==> src/source/lsu_pkg.sv <==
package lsu_pkg;

    localparam int XLEN = 32;
    localparam int MEM_WORDS = 256;
    localparam int MEM_ADDR_W = 8;
    localparam int QUEUE_DEPTH = 4;
    localparam int QUEUE_PTR_W = $clog2(QUEUE_DEPTH);

    localparam logic [6:0] OPC_LOAD = 7'b0000011;
    localparam logic [6:0] OPC_STORE = 7'b0100011;
    localparam logic [6:0] OPC_OP_IMM = 7'b0010011;

    localparam logic [2:0] F3_B = 3'b000;
    localparam logic [2:0] F3_W = 3'b010;
    localparam logic [2:0] F3_BU = 3'b100;
    localparam logic [2:0] F3_ADD = 3'b000;

    typedef enum logic [2:0] {
        OP_NONE,
        OP_ADDI,
        OP_LB,
        OP_LBU,
        OP_LW,
        OP_SB,
        OP_SW
    } mem_op_e;

    // I-type layout shared by loads and ADDI.
    typedef struct packed {
        logic [11:0] imm;
        logic [4:0]  rs1;
        logic [2:0]  funct3;
        logic [4:0]  rd;
        logic [6:0]  opcode;
    } load_fmt_t;

    // S-type layout with the immediate split around rs1 and rs2.
    typedef struct packed {
        logic [6:0] imm_hi;
        logic [4:0] rs2;
        logic [4:0] rs1;
        logic [2:0] funct3;
        logic [4:0] imm_lo;
        logic [6:0] opcode;
    } store_fmt_t;

    typedef union packed {
        load_fmt_t  load;
        store_fmt_t store;
    } inst_u;

    typedef struct packed {
        inst_u           inst;
        logic [XLEN-1:0] rs1_val;
        logic [XLEN-1:0] rs2_val;
    } issue_t;

    typedef struct packed {
        mem_op_e         op;
        logic [XLEN-1:0] alu_result;
        logic [XLEN-1:0] store_data;
        logic [4:0]      rd;
        logic [XLEN-1:0] inst;
    } ex_mem_t;

    typedef struct packed {
        mem_op_e         op;
        logic [XLEN-1:0] inst;
        logic [XLEN-1:0] value;
    } mem_wb_t;

    typedef struct packed {
        logic            write_enable;
        logic [4:0]      dest;
        logic [XLEN-1:0] data;
    } reg_fwd_t;

endpackage

==> src/source/ex_mem_queue.sv <==
`timescale 1ns/100ps

module ex_mem_queue (
    input  logic             clk,
    input  logic             reset,
    input  logic             push,
    input  lsu_pkg::ex_mem_t push_data,
    output logic             full,
    input  logic             pop,
    output lsu_pkg::ex_mem_t head,
    output logic             empty
);
    import lsu_pkg::*;

    ex_mem_t                entries [QUEUE_DEPTH];
    logic [QUEUE_PTR_W-1:0] wr_ptr;
    logic [QUEUE_PTR_W-1:0] rd_ptr;
    logic [QUEUE_PTR_W:0]   count;
    logic                   do_push;
    logic                   do_pop;

    assign full = count == QUEUE_DEPTH;
    assign empty = count == 0;
    assign head = entries[rd_ptr];

    assign do_push = push && !full;
    assign do_pop = pop && !empty;

    // The pointers wrap on their own since the depth is a power of two.
    always_ff @(posedge clk) begin
        if (reset) begin
            wr_ptr <= '0;
            rd_ptr <= '0;
            count <= '0;
        end else begin
            if (do_push) begin
                wr_ptr <= wr_ptr + 1'b1;
            end
            if (do_pop) begin
                rd_ptr <= rd_ptr + 1'b1;
            end
            case ({do_push, do_pop})
                2'b10:   count <= count + 1'b1;
                2'b01:   count <= count - 1'b1;
                default: count <= count;
            endcase
        end
    end

    always_ff @(posedge clk) begin
        if (do_push) begin
            entries[wr_ptr] <= push_data;
        end
    end

endmodule

==> config.mk <==
export PLATFORM = sky130hd
export DESIGN_NAME = ex_mem_queue
export DESIGN_NICKNAME = d
export VERILOG_FILES = /design/src/source/lsu_pkg.sv /design/src/source/ex_mem_queue.sv
export SDC_FILE = /design/constraint.sdc
export NUM_CORES = 1
export LEC_CHECK = 0
export BUFFER_PORTS_ARGS = -buffer_cell sky130_fd_sc_hd__buf_2
export CAP_MARGIN = 20
export CORE_ASPECT_RATIO = 1.2
export CORE_UTILIZATION = 51
export DETAILED_ROUTE_END_ITERATION = 7
export MAX_ROUTING_LAYER = met4
export PLACE_DENSITY = 0.82
export SLEW_MARGIN = 25
export SYNTH_ARGS = -nofsm -noshare
export SYNTH_HDL_FRONTEND = slang
export SYNTH_SLANG_ARGS = --single-unit
==> constraint.sdc <==
create_clock -name clk -period 3.45 [get_ports clk]
set_input_delay 0.5175 -clock clk [delete_from_list [all_inputs] [get_ports clk]]
set_output_delay 0.5175 -clock clk [all_outputs]
set_load 0.005 [all_outputs]
==> run metrics <==
fin crit period=2.73 ns; status=completed; vias in the first global route=7276; total clock sinks=425; I/O pin count=214; Critical Path AT=2.22 ns; clk slew on worst S/H paths=0.06 ns; dpl hpwl=18200 microns; Max-Slew Margin vs Limit=0.651; fin crit share=0.792; Final Hold Vio Count=0; Chip Height=193 microns; Worst Setup Path Type=reg2out; GPL Wtd Cong=0.747; first-pass GRT wire length=43300 microns; Die X=161 microns; CTS tree=done; post-layout util=0.615; synthesized flop and latch total=425; synthesized instance count=598; CTS Root Cell=clkbuf_16; distinct cell type count after synthesis=23; drt pass-1 iters=4; synthesized area per cell=25.9 sq um; largest net degree at the start of global routing=54; worst-skew pair later-pin latency=0.51 ns; setup ws final=0.717 ns; pwr/cell area=716 nW/um^2; ratio of cells with drive above 1 in the final layout=0.446; Layout Area Growth over Synthesis=18.2%; final net count=956; worst hold path class=in2reg; Setup Fix Bufs, Post-CTS=0; Worst R2R Path Depth=9; P_leak=6.10 nW; worst slack at placement=1.13 ns; HP Start=push_data[41]; RR Endpoint=count[2]$_SDFFE_PP0P_; reg2reg start=count[2]$_SDFFE_PP0P_; via count=6963; Setup-failing EPs final=0; WL final=29200 microns; hold buffers post-CTS=0; vias per std cell=5.46; commonest non-fill, non-tap cell in the layout=edfxtp_1; RSZ-0062 raised after global routing=no; Synth Cell Area=15500 sq um; CTS H-tree depth=2; core area=29800 sq um; initial antenna violation count=11; Initial Util=0.520; dpl cell area=17100 sq um; post-synthesis sequential area ratio=0.818; highest-count cells in the layout ignoring fill and taps=edfxtp_1 (416), buf_2 (213), mux4_2 (104); Port Buf Inserts=213; CP max FO=33; CTS-repair resized insts=0; Die ar.=31100 sq um; Final TNS setup=0 ns; reg-to-reg slack, setup=1.13 ns; Required @ worst endpoint=2.93 ns; wire per inst=22.9 microns; CP endpoint kind=output pin; GR Util All Layers=0.196; Rows=69; Startpoint Class=register; syn_nets=712; Least-Margin Pin Slew=0.524 ns; antenna viol nets, final=0; drt initial violations=550; hold path depth=1; worst-case vdd ir drop=0.447 mV; fmax=366 MHz; # DRC=0; Finished Cell Area=18300 sq um; CTS buffer count=39; Power Total=13.1 mW; Min-Delay Endpoint=entries[3][41]$_DFFE_PP_; Worst Skew=0.0109 ns; synth warn=0; Final Slew Violations=0; Bufs on Longest Clock Path=3; Max-cap violations=0; GR Overflow Total=0
-- worst max-delay path by stage --
stage	startpoint	to	slack, ns
6_report	register	head[94]	0.72
5_1_grt	register	head[94]	0.61
4_1_cts	register	head[94]	0.68
3_5_place_dp	push	entries[3][40]$_DFFE_PP_	1.13
3_3_place_gp	push	entries[3][43]$_DFFE_PP_	1.15
2_1_floorplan	push	entries[0][0]$_DFFE_PP_	0.87
-- logic make-up (layout without fill, tap and decap cells) --
group | count (synthesis) | count (layout) | share of synthesized area
buffers and inverters | 33 | 307 | 0.0145
flip-flops | 425 | 425 | 0.818
XOR/XNOR | 3 | 3 | 0.00170
AO/OA/AOI/OAI | 8 | 8 | 0.00275
adder cells (fa/ha/maj) | 6 | 6 | 0.00533
AND/OR/NAND/NOR | 18 | 18 | 0.00614
other | 0 | 13 | 0
multiplexers | 105 | 105 | 0.152
-- synth_stat cells --
cell type,instances,area share
clkbuf_1,5,0.0012
or3_1,3,0.0012
buf_6,1,0.00073
edfxtp_1,416,0.81
buf_1,1,0.00024
inv_1,8,0.0019
nor2_1,6,0.0015
and2_1,4,0.0016
a21oi_1,4,0.0013
fa_1,1,0.0013
mux4_2,104,0.15
mux2i_1,1,0.00065
ha_1,5,0.0040
nand2_1,1,0.00024
o21ai_0,3,0.00097
o31ai_1,1,0.00048
buf_8,7,0.0068
nor3b_1,1,0.00048
nand2b_1,2,0.00081
xor2_1,3,0.0017
nor3_1,1,0.00032
buf_2,11,0.0036
dfxtp_1,9,0.012
-- layer usage --
layer  GRT usage  routed length [microns]  vias to the layer above
li1            -                        -                     3057
met1       0.252                    11600                     3621
met2       0.312                    15100                      245
met3      0.0477                     2050                       40
met4      0.0591                      441                        0
met5           -                        0                        -
-- stage by stage --
stage	hold WS (ns)	std cells
2_1_floorplan	0.459	598
3_3_place_gp	0.479	1191
3_5_place_dp	0.493	1191
4_1_cts	0.199	1262
5_1_grt	0.200	1273
6_report	0.221	1275
-- worst max-delay path, stage by stage, from the launching register on --
cell	delay [ns]
dfxtp_4	0.67
buf_4	0.43
mux4_2	0.41
buf_2	0.15
-- power breakdown --
group	switching (mW)	leakage (nW)	internal, mW	total (mW)
sequential	0.147	3.89	6.16	6.31
combinational	1.34	1.62	1.43	2.77
clock	1.70	0.589	2.33	4.03
total	3.19	6.10	9.92	13.1
-- area by class of cell --
type | instances | area (sq um)
Clock buffer | 51 | 1060
Tap cell | 390 | 488
Antenna cell | 13 | 32.5
Fill cell | 2030 | 11500
Timing Repair Buffer | 228 | 1270
Inverter | 8 | 30.0
Sequential cell | 425 | 12700
Clock inverter | 20 | 144
Multi-Input combinational cell | 140 | 2610
-- state kept, by name, summed over array words and instances (netlist names), named ones only --
name / flops
entries: 416
count: 3
rd_ptr: 2
wr_ptr: 2
(Power assumes the default switching activity.)
