## src/source/lsu_pkg.sv

```systemverilog
package lsu_pkg;

    localparam int XLEN = 32;
    localparam int MEM_WORDS = 256;
    localparam int MEM_ADDR_W = 8;
    localparam int QUEUE_DEPTH = 4;
    localparam int QUEUE_PTR_W = $clog2(QUEUE_DEPTH);

    localparam logic [6:0] OPC_LOAD = 7'b0000011;
    localparam logic [6:0] OPC_STORE = 7'b0100011;
    localparam logic [6:0] OPC_OP_IMM = 7'b0010011;

    localparam logic [2:0] F3_B = 3'b000;
    localparam logic [2:0] F3_W = 3'b010;
    localparam logic [2:0] F3_BU = 3'b100;
    localparam logic [2:0] F3_ADD = 3'b000;

    typedef enum logic [2:0] {
        OP_NONE,
        OP_ADDI,
        OP_LB,
        OP_LBU,
        OP_LW,
        OP_SB,
        OP_SW
    } mem_op_e;

    // I-type layout shared by loads and ADDI.
    typedef struct packed {
        logic [11:0] imm;
        logic [4:0]  rs1;
        logic [2:0]  funct3;
        logic [4:0]  rd;
        logic [6:0]  opcode;
    } load_fmt_t;

    // S-type layout with the immediate split around rs1 and rs2.
    typedef struct packed {
        logic [6:0] imm_hi;
        logic [4:0] rs2;
        logic [4:0] rs1;
        logic [2:0] funct3;
        logic [4:0] imm_lo;
        logic [6:0] opcode;
    } store_fmt_t;

    typedef union packed {
        load_fmt_t  load;
        store_fmt_t store;
    } inst_u;

    typedef struct packed {
        inst_u           inst;
        logic [XLEN-1:0] rs1_val;
        logic [XLEN-1:0] rs2_val;
    } issue_t;

    typedef struct packed {
        mem_op_e         op;
        logic [XLEN-1:0] alu_result;
        logic [XLEN-1:0] store_data;
        logic [4:0]      rd;
        logic [XLEN-1:0] inst;
    } ex_mem_t;

    typedef struct packed {
        mem_op_e         op;
        logic [XLEN-1:0] inst;
        logic [XLEN-1:0] value;
    } mem_wb_t;

    typedef struct packed {
        logic            write_enable;
        logic [4:0]      dest;
        logic [XLEN-1:0] data;
    } reg_fwd_t;

endpackage

```

## src/source/lsu_issue.sv

```systemverilog
`timescale 1ns/100ps

module lsu_issue (
    input  logic             clk,
    input  logic             reset,
    input  logic             issue_req,
    output logic             issue_ack,
    input  lsu_pkg::issue_t  issue,
    output logic             push,
    output lsu_pkg::ex_mem_t push_data,
    input  logic             full
);
    import lsu_pkg::*;

    typedef enum logic {
        S_IDLE,
        S_ACK
    } state_e;

    state_e          state;
    logic            start;
    logic            is_store;
    logic [XLEN-1:0] imm;
    mem_op_e         op;

    // Stores carry their immediate split in two, everything else uses the I-type field.
    assign is_store = issue.inst.store.opcode == OPC_STORE;

    always_comb begin
        if (is_store) begin
            imm = {{20{issue.inst.store.imm_hi[6]}}, issue.inst.store.imm_hi,
                   issue.inst.store.imm_lo};
        end else begin
            imm = {{20{issue.inst.load.imm[11]}}, issue.inst.load.imm};
        end
    end

    always_comb begin
        op = OP_NONE;
        case (issue.inst.load.opcode)
            OPC_LOAD: begin
                case (issue.inst.load.funct3)
                    F3_B:    op = OP_LB;
                    F3_BU:   op = OP_LBU;
                    F3_W:    op = OP_LW;
                    default: op = OP_NONE;
                endcase
            end
            OPC_STORE: begin
                case (issue.inst.store.funct3)
                    F3_B:    op = OP_SB;
                    F3_W:    op = OP_SW;
                    default: op = OP_NONE;
                endcase
            end
            OPC_OP_IMM: begin
                if (issue.inst.load.funct3 == F3_ADD) begin
                    op = OP_ADDI;
                end
            end
            default: op = OP_NONE;
        endcase
    end

    // A new request is only taken while the queue has room.
    assign start = (state == S_IDLE) && issue_req && !full;
    assign issue_ack = state == S_ACK;

    always_ff @(posedge clk) begin
        if (reset) begin
            state <= S_IDLE;
            push <= 1'b0;
        end else begin
            push <= start;
            case (state)
                S_IDLE: if (start) state <= S_ACK;
                S_ACK: if (!issue_req) state <= S_IDLE;
                default: state <= S_IDLE;
            endcase
        end
    end

    always_ff @(posedge clk) begin
        if (start) begin
            push_data.op <= op;
            push_data.alu_result <= issue.rs1_val + imm;
            push_data.store_data <= issue.rs2_val;
            push_data.rd <= issue.inst.load.rd;
            push_data.inst <= issue.inst;
        end
    end

endmodule

```

## config.mk

```make
export PLATFORM = sky130hd
export DESIGN_NAME = lsu_issue
export DESIGN_NICKNAME = d
export VERILOG_FILES = /design/src/source/lsu_pkg.sv /design/src/source/lsu_issue.sv
export SDC_FILE = /design/constraint.sdc
export NUM_CORES = 1
export LEC_CHECK = 0
export ABC_AREA = 1
export ABC_CLOCK_PERIOD_IN_PS = 10400
export BUFFER_PORTS_ARGS = -buffer_cell sky130_fd_sc_hd__buf_4
export CAP_MARGIN = 5
export CORE_ASPECT_RATIO = 1.25
export CORE_MARGIN = 2
export CORE_UTILIZATION = 33
export CTS_CLUSTER_SIZE = 30
export DETAILED_ROUTE_END_ITERATION = 12
export GPL_ROUTABILITY_DRIVEN = 0
export PLACE_DENSITY = 0.66
export SLEW_MARGIN = 10
export SYNTH_ARGS = -nofsm -noshare
export SYNTH_HDL_FRONTEND = slang
export SYNTH_SLANG_ARGS = --single-unit
export TNS_END_PERCENT = 1
```

## constraint.sdc

```tcl
create_clock -name clk -period 10.4 [get_ports clk]
set_input_delay 0.52 -clock clk [delete_from_list [all_inputs] [get_ports clk]]
set_output_delay 0.52 -clock clk [all_outputs]
set_load 0.1 [all_outputs]
```

==> impl_metrics.yaml <==
outcome:
  status: "complete, no violations"
synthesis:
  synth_nets: 775
  synth_commonest_cells: "236 x nand2_1, 127 x inv_1, 99 x edfxtp_1"
  synth.distinct_cells: 28
  postSynthAreaPerCell_sq_um: 8.72
  netlist_area_sq_um: 5610
  async_flop_share_pct: 0
  ys_warn_count: 0
  syn_inst: 643
  yosysMostFrequentCell: "nand2_1"
  yosysSeqAreaShare_pct: 53.8
  synthFlopType: "edfxtp_1"
  yosys.area.top_type_share_pct: 53.0
  synth_area_leaders: "edfxtp_1 53%, nand2_1 16%, inv_1 8.5%"
  synth_largest_area_cell: "edfxtp_1"
  ys_ff_latch: 101
  synth_edf_count: 99
power:
  ir_worst_vdd_mv: 0.0706
  power.leakage_nw: 3.94
  p_total_w: 0.00120
  power.density_nw_per_um2: 155
die:
  num_io_pins: 206
  die_h_microns: 150
  start_util_pct: 33.5
  core_area_sq_um: 16700
  die_area_sq_um: 18100
  std_cell_rows: 53
  fp.dieW_microns: 121
drt:
  ant_nets: 0
  num_vias: 4758
  route.detailed.drc: 0
  drt_iter0_markers: 279
  drt-vias-per-instance: 4.40
  dr.pass1.iters: 4
  drt_wl_total_microns: 15200
  wire_per_inst_microns: 14.0
sta:
  worst_pin_slew_ns: 0.682
  fin_worst_skew_ns: 0.00502
  setup_viol: 0
  worst_slack_ns: 7.61
  timing.fmax_mhz: 358
  slew_violations: 0
  tns_ns: 0
  slew_headroom_pct: 54.5
  hold_viol: 0
  period_needed_ns: 2.79
  rsz0062_at_grt: "false"
  finalCritPeriodShare_pct: 26.9
layout:
  diodes: 0
  final_nets: 988
  syn_to_final_growth_pct: 37.7
  n_fill_cell: 1671
  drive_gt1_share_pct: 27.4
global_routing:
  grt_overflow: 0
  grt_first_pass_wirelength_microns: 22400
  grtUsageTotal_pct: 16.3
  grt_antenna_before_repair: 0
  grt_pass1_vias: 4387
  grt_max_degree: 52
job:
  cap_violations: 0
clocking:
  clockBufferDepth: 2
  clkSlewWorstSetupHoldPaths_ns: 0.07
  cts_sinks: 101
  cts_hold_buffers: 0
  h-tree-depth: 3
  cts_tree: "yes"
  clk_latency_ns: 0.34
  numCtsBuffers: 9
  cts_setup_buffers: 0
  cts_root_buffer: "clkbuf_16"
  cts_resized: 0
worst_setup_path:
  path_max_fanout: 8
  arrival_ns: 2.90
  critPathCaptureType: "flop"
  worstSetupStartpointType: "input port"
  crit_required_ns: 10.50
  criticalPathCategory: "in -> reg"
placement:
  portBuffers: 205
  hpwl_microns: 12600
  preCtsSetupSlack_ns: 7.24
worst_hold_path:
  hold_path.class: "in -> reg"
## critical path, stage by stage
cell	delay (ns)
buf_4	0.12
nor2_1	0.10
nand3_1	0.13
nor2_2	0.15
nand3_2	0.18
mux2_2	0.28
ha_1	0.18
inv_1	0.06
fa_1	0.39
inv_1	0.12
nand3_1	0.08
nand3_1	0.13
nand3_1	0.09
nand3_1	0.13
nand2_1	0.09
nand3_1	0.09
nand2_1	0.06
## cells in the final DEF (no fill, tap or decap), drive strengths merged
master / instances
a21o: 1
a21oi: 23
buf: 207
bufinv: 1
clkbuf: 9
clkinv: 2
clkinvlp: 1
dfxtp: 2
edfxtp: 99
fa: 1
ha: 31
inv: 130
mux2: 4
nand2: 240
nand3: 31
nand4: 5
nor2: 44
nor3: 5
nor4: 1
o2111ai: 1
o21ai: 2
o21bai: 3
o22ai: 1
o31ai: 1
or2: 1
xnor2: 3
xor2: 12
## worst paths after layout
path	start	endpoint	slack (ns)	cells past startpoint
worst min-delay path	reset	issue_ack	0.34	2
worst max-delay path	issue[67]	push_data[97]	7.61	17
worst min register to register	issue_ack	push	0.51	1
worst max register to register	issue_ack	push_data[71]	8.27	3
## logic make-up (layout without fill, tap and decap cells)
family / after synthesis / after routing / synth area share [%]
compound gates: 32 / 32 / 3.24
xor+xnor: 15 / 15 / 2.34
fa+ha+maj: 32 / 32 / 7.28
buf+inv: 132 / 350 / 9.17
flops: 101 / 101 / 53.8
mux: 4 / 4 / 0.804
simple gates: 327 / 327 / 23.4
## metal layers
layer / global-route usage [%] / up-vias / share of wire (%)
met4: 5.12 / 0 / 2.0
met5: 0 / - / 0
met1: 17.5 / 2092 / 38
met2: 30.8 / 180 / 52
met3: 4.42 / 18 / 7.8
li1: - / 2468 / -
## layout make-up
class,instances,area [sq um],area share [%]
clock buffers,9,225,2.92
clock inverters,7,91.3,1.18
well taps,220,275,3.57
multi-input cells,410,2080,27.0
inverters,127,477,6.18
flip-flops and latches,101,3010,39.0
repair buffers,207,1550,20.1
## flip-flops by register name (all words and copies together) (netlist names)
signal / cells
issue_ack: 1
push: 1
push_data: 99
## where the power goes
part	switching (W)	internal, W
logic	0.000266	0.0000967
clock network	0.000157	0.000193
registers	0.00000697	0.000478
total	0.000429	0.000767
## per-stage QoR
stage               hold WS, ns  std cells  instance area [sq um]  util, %
global placement          0.482       1065                   7400     44.3
floorplan                 0.592        643                   5610        -
finish                    0.342       1081                   7720     46.2
global route              0.325       1081                   7720     46.2
detailed placement        0.512       1065                   7400     44.3
CTS                       0.329       1081                   7720     46.2
(Power assumes the default switching activity.)
