===== src/source/lsu_pkg.sv =====
package lsu_pkg;

    localparam int XLEN = 32;
    localparam int MEM_WORDS = 256;
    localparam int MEM_ADDR_W = 8;
    localparam int QUEUE_DEPTH = 4;
    localparam int QUEUE_PTR_W = $clog2(QUEUE_DEPTH);

    localparam logic [6:0] OPC_LOAD = 7'b0000011;
    localparam logic [6:0] OPC_STORE = 7'b0100011;
    localparam logic [6:0] OPC_OP_IMM = 7'b0010011;

    localparam logic [2:0] F3_B = 3'b000;
    localparam logic [2:0] F3_W = 3'b010;
    localparam logic [2:0] F3_BU = 3'b100;
    localparam logic [2:0] F3_ADD = 3'b000;

    typedef enum logic [2:0] {
        OP_NONE,
        OP_ADDI,
        OP_LB,
        OP_LBU,
        OP_LW,
        OP_SB,
        OP_SW
    } mem_op_e;

    // I-type layout shared by loads and ADDI.
    typedef struct packed {
        logic [11:0] imm;
        logic [4:0]  rs1;
        logic [2:0]  funct3;
        logic [4:0]  rd;
        logic [6:0]  opcode;
    } load_fmt_t;

    // S-type layout with the immediate split around rs1 and rs2.
    typedef struct packed {
        logic [6:0] imm_hi;
        logic [4:0] rs2;
        logic [4:0] rs1;
        logic [2:0] funct3;
        logic [4:0] imm_lo;
        logic [6:0] opcode;
    } store_fmt_t;

    typedef union packed {
        load_fmt_t  load;
        store_fmt_t store;
    } inst_u;

    typedef struct packed {
        inst_u           inst;
        logic [XLEN-1:0] rs1_val;
        logic [XLEN-1:0] rs2_val;
    } issue_t;

    typedef struct packed {
        mem_op_e         op;
        logic [XLEN-1:0] alu_result;
        logic [XLEN-1:0] store_data;
        logic [4:0]      rd;
        logic [XLEN-1:0] inst;
    } ex_mem_t;

    typedef struct packed {
        mem_op_e         op;
        logic [XLEN-1:0] inst;
        logic [XLEN-1:0] value;
    } mem_wb_t;

    typedef struct packed {
        logic            write_enable;
        logic [4:0]      dest;
        logic [XLEN-1:0] data;
    } reg_fwd_t;

endpackage


===== src/source/mem_access_stage.sv =====
`timescale 1ns/100ps

module mem_access_stage (
    input  logic                           clk,
    input  logic                           reset,
    input  lsu_pkg::ex_mem_t               head,
    input  logic                           empty,
    output logic                           pop,
    output logic                           dbus_req,
    output logic                           dbus_we,
    output logic [lsu_pkg::MEM_ADDR_W-1:0] dbus_addr,
    output logic [lsu_pkg::XLEN-1:0]       dbus_wdata,
    output logic [3:0]                     dbus_strb,
    input  logic                           dbus_ack,
    input  logic [lsu_pkg::XLEN-1:0]       dbus_rdata,
    output logic                           wb_valid,
    output lsu_pkg::mem_wb_t               wb,
    output lsu_pkg::reg_fwd_t              fwd,
    input  logic                           wb_ready
);
    import lsu_pkg::*;

    typedef enum logic [2:0] {
        S_IDLE,
        S_EXEC,
        S_REQ,
        S_RELEASE,
        S_DONE
    } state_e;

    state_e          state;
    ex_mem_t         rec;
    logic [XLEN-1:0] load_word;
    logic [XLEN-1:0] load_value;
    logic [7:0]      load_byte;
    logic            is_load;
    logic            is_store;

    assign is_load = rec.op inside {OP_LB, OP_LBU, OP_LW};
    assign is_store = rec.op inside {OP_SB, OP_SW};

    // Only one record is in the stage, the next pop waits for the writeback.
    assign pop = (state == S_IDLE) && !empty;

    always_ff @(posedge clk) begin
        if (reset) begin
            state <= S_IDLE;
        end else begin
            case (state)
                S_IDLE: if (!empty) state <= S_EXEC;
                S_EXEC: state <= (is_load || is_store) ? S_REQ : S_DONE;
                S_REQ: if (dbus_ack) state <= S_RELEASE;
                S_RELEASE: if (!dbus_ack) state <= S_DONE;
                S_DONE: if (wb_ready) state <= S_IDLE;
                default: state <= S_IDLE;
            endcase
        end
    end

    always_ff @(posedge clk) begin
        if (pop) begin
            rec <= head;
        end
        if (state == S_REQ && dbus_ack) begin
            load_word <= dbus_rdata;
        end
    end

    assign dbus_req = state == S_REQ;
    assign dbus_we = is_store;
    assign dbus_addr = rec.alu_result[MEM_ADDR_W+1:2];

    // A byte store is copied to every lane and the strobe picks the one that lands.
    always_comb begin
        dbus_wdata = rec.store_data;
        dbus_strb = 4'b0000;
        if (rec.op == OP_SB) begin
            dbus_wdata = {4{rec.store_data[7:0]}};
            dbus_strb = 4'b0001 << rec.alu_result[1:0];
        end else if (rec.op == OP_SW) begin
            dbus_strb = 4'b1111;
        end
    end

    assign load_byte = load_word[{rec.alu_result[1:0], 3'b000} +: 8];

    always_comb begin
        case (rec.op)
            OP_LB:   load_value = {{24{load_byte[7]}}, load_byte};
            OP_LBU:  load_value = {24'b0, load_byte};
            OP_LW:   load_value = load_word;
            default: load_value = rec.alu_result;
        endcase
    end

    assign wb_valid = state == S_DONE;

    always_comb begin
        wb.op = rec.op;
        wb.inst = rec.inst;
        wb.value = load_value;
        fwd.write_enable = is_load || (rec.op == OP_ADDI && rec.rd != 5'd0);
        fwd.dest = rec.rd;
        fwd.data = load_value;
    end

endmodule


===== config.mk =====
export PLATFORM = sky130hd
export DESIGN_NAME = mem_access_stage
export DESIGN_NICKNAME = d
export VERILOG_FILES = /design/src/source/lsu_pkg.sv /design/src/source/mem_access_stage.sv
export SDC_FILE = /design/constraint.sdc
export NUM_CORES = 1
export LEC_CHECK = 0
export BUFFER_PORTS_ARGS = -buffer_cell sky130_fd_sc_hd__buf_2
export CAP_MARGIN = 20
export CORE_UTILIZATION = 50
export DETAILED_ROUTE_END_ITERATION = 10
export PLACE_DENSITY = 0.85
export SYNTH_ARGS = -nofsm -noshare
export SYNTH_HDL_FRONTEND = slang
export SYNTH_SLANG_ARGS = --single-unit

===== constraint.sdc =====
create_clock -name clk -period 22.1 [get_ports clk]
set_input_delay 2.21 -clock clk [delete_from_list [all_inputs] [get_ports clk]]
set_output_delay 2.21 -clock clk [all_outputs]
set_load 0.03 [all_outputs]

==> flow_metrics.tcl <==
set metrics [dict create \
    fin_ws_ns 16.40 \
    dp.cells 823 \
    floorplan.rows 40 \
    combined_area_of_all_synthesized_cells_mm2 0.00634 \
    grt_antenna_before_repair 2 \
    drive_above_1_share_pct 49.9 \
    number_of_instances_in_the_synthesized_netlist 472 \
    crit_reg_reg_endpoint "wb[52]" \
    tightestPinTransition_ns 1.25 \
    final_nets 815 \
    r2r.worst_path.cells 2 \
    path_class "primary input to output pin" \
    timing_hold_violations_final 0 \
    global_route_overflow 0 \
    layout.cells.most_common_list "sky130_fd_sc_hd__buf_2, sky130_fd_sc_hd__edfxtp_1, sky130_fd_sc_hd__nand2_1" \
    hpwl_mm 11.2 \
    postCtsResizedCells 0 \
    synth_enable_flop_cells 136 \
    synth_area_leaders "sky130_fd_sc_hd__edfxtp_1, sky130_fd_sc_hd__buf_4, sky130_fd_sc_hd__mux2i_1, sky130_fd_sc_hd__a22oi_1, sky130_fd_sc_hd__nand2_1" \
    register_area_share_after_synthesis_pct 65.4 \
    holdCritStartpoint "state[2]" \
    rsz0062_at_grt "false" \
    async_set_reset_flop_share_out_of_synthesis_pct 0 \
    die_x_um 115 \
    finalClockSkew_ns 0.00825 \
    finalWorstPathRequiredPeriod_ns 5.70 \
    leakage_nw 3.52 \
    timing.final.crit_share_pct 25.8 \
    max-slew-margin-rel_pct 16.6 \
    cts.root.buffer_cell "sky130_fd_sc_hd__clkbuf_16" \
    postSynthAreaPerCell_um2 13.4 \
    layout.cells.non_filler 854 \
    yosys.cell_types.count 41 \
    totalNegativeSetupSlack_ns 0 \
    power_per_cell_area_mw_per_mm2 102 \
    rr_startpoint "state[2]" \
    core_region_area_mm2 0.0122 \
    tritoncts_clock_tree "done" \
    detail_route.wl_per_cell_um 18.2 \
    drt-vias-per-instance 5.24 \
    synth-seq-cells 139 \
    synth-warning-count 0 \
    post_synthesis_net_count 613 \
    worst_ep_required_time_ns 19.89 \
    post-synth-top-area-cell "sky130_fd_sc_hd__edfxtp_1" \
    hold_path_depth 1 \
    drt_iter0_markers 335 \
    worst_setup_path_start_kind "primary input" \
    finalInstanceArea_mm2 0.00783 \
    syn_to_final_growth_pct 23.5 \
    reg2reg_setup_slack_ns 20.26 \
    maxSlewViolCount 0 \
    post_cts_buffers 0 \
    insertion_delay_ns 0.41 \
    run_status "completed" \
    die_area_mm2 0.0131 \
    top_ff_cell_synth "sky130_fd_sc_hd__edfxtp_1" \
    final_common_cell "sky130_fd_sc_hd__buf_2" \
    maximum_number_of_pins_on_one_net_before_global_route_repair 61 \
    cts_made_buffers 17 \
    track_usage_pct 23.3 \
    io_buffers 293 \
    initial_core_util_pct 52.1 \
    place.gp.congestion 0.812 \
    hold-path-endpoint "state[0]" \
    critPathMaxFanout 45 \
    fmaxAchievable_mhz 176 \
    remaining_drc_errors 0 \
    drv_cap 0 \
    clock-sinks 139 \
    synth_top_cell_area_share_pct 64.4 \
    placed_area_mm2 0.00727 \
    htreeDepth 4 \
    holdCritPathClass "flop to flop" \
    pre_cts_ws_ns 16.37 \
    via_count_of_the_first_global_routing_pass 4426 \
    timing.critical_path.to_type "output pin" \
    worst_ep_arrival_time_ns 3.49 \
    final_routed_wirelength_mm 15.5 \
    cts_hold_buffers 0 \
    dr_total_vias 4474 \
    report.final.setup_viol 0 \
    firstDrtPassIters 6 \
    cts.clk_slew.worst_paths_ns 0.06 \
    p_total_w 0.000801 \
    peakVddDrop_v 0.0000698 \
    grt_pass1_wl_mm 22.3 \
    ant_nets 0 \
    chipHeight_um 115 \
    clock_path_buffers 2 \
    num_io_pins 294 \
]
==> final cells by class <==
class	instances	area (µm²)
timing repair buffer	299	1510
clock inverter	12	121
antenna	1	2.50
inverter	9	33.8
tap	168	210
clock buffer	18	429
sequential	139	4140
multi-input combinational	208	1370
fill	908	4340
==> how the worst max path moves through the flow <==
| stage | from | cells past startpoint | slack [ns] | to |
|---|---|---|---|---|
| floorplan | empty | 1 | 7.07 | pop |
| global placement | empty | 4 | 16.53 | pop |
| detailed placement | empty | 4 | 16.37 | pop |
| CTS | empty | 4 | 16.37 | pop |
| global route | empty | 4 | 16.33 | pop |
| finish | empty | 4 | 16.40 | pop |
==> cells in the mapped netlist (5+ instances only) <==
cell type                  instances
sky130_fd_sc_hd__a22oi_1          31
sky130_fd_sc_hd__mux2i_1          25
sky130_fd_sc_hd__nand2_1          58
sky130_fd_sc_hd__nand3_1           8
sky130_fd_sc_hd__edfxtp_1        136
sky130_fd_sc_hd__buf_2             5
sky130_fd_sc_hd__inv_1             9
sky130_fd_sc_hd__mux2_2            8
sky130_fd_sc_hd__a21oi_1          25
sky130_fd_sc_hd__buf_4            93
sky130_fd_sc_hd__o221ai_1          7
sky130_fd_sc_hd__clkbuf_1         16
==> report_power, final <==
| group | leakage, nW | switching (W) | internal (W) | total (W) |
|---|---|---|---|---|
| Sequential | 1.30 | 0.0000136 | 0.000321 | 0.000335 |
| Clock | 0.267 | 0.000110 | 0.000155 | 0.000265 |
| Combinational | 1.95 | 0.000145 | 0.0000564 | 0.000202 |
| Total | 3.52 | 0.000268 | 0.000533 | 0.000801 |
==> flip-flops by register name, indices dropped and copies added (netlist names) <==
| signal | cells |
|---|---|
| dbus_addr | 8 |
| load_word | 32 |
| state | 3 |
| rec | 56 |
| fwd | 5 |
| wb | 35 |
==> kinds of logic (layout without fill, tap and decap cells) <==
family                 count (synthesis)  count (layout)  synth area share, %
AND/OR/NAND/NOR                       95              95                 6.99
AO/OA/AOI/OAI                         79              79                 8.88
multiplexers                          34              34                 5.61
buffers and inverters                125             338                 13.1
other                                  0               1                    0
flip-flops                           139             139                 65.4
==> layer usage <==
layer / track usage [%] / routed length, µm / vias to the layer above
met3: 7.89 / 1400 / 26
met5: 0 / 13 / -
met1: 23.7 / 5470 / 2133
li1: - / - / 2049
met2: 42.5 / 8350 / 264
met4: 11.3 / 288 / 2
==> worst max-delay path, cell delays in order <==
cell	delay [ns]
sky130_fd_sc_hd__buf_2	0.12
sky130_fd_sc_hd__nor4_2	0.23
sky130_fd_sc_hd__buf_4	0.59
sky130_fd_sc_hd__buf_2	0.32
==> stage by stage <==
step	hold slack [ns]	utilization, %
6_report	0.661	64.3
5_1_grt	0.704	64.3
4_1_cts	0.647	64.3
3_5_place_dp	0.638	59.8
3_3_place_gp	0.602	59.8
2_1_floorplan	0.625	-
Note: power is estimated with default switching activity, not from simulation.
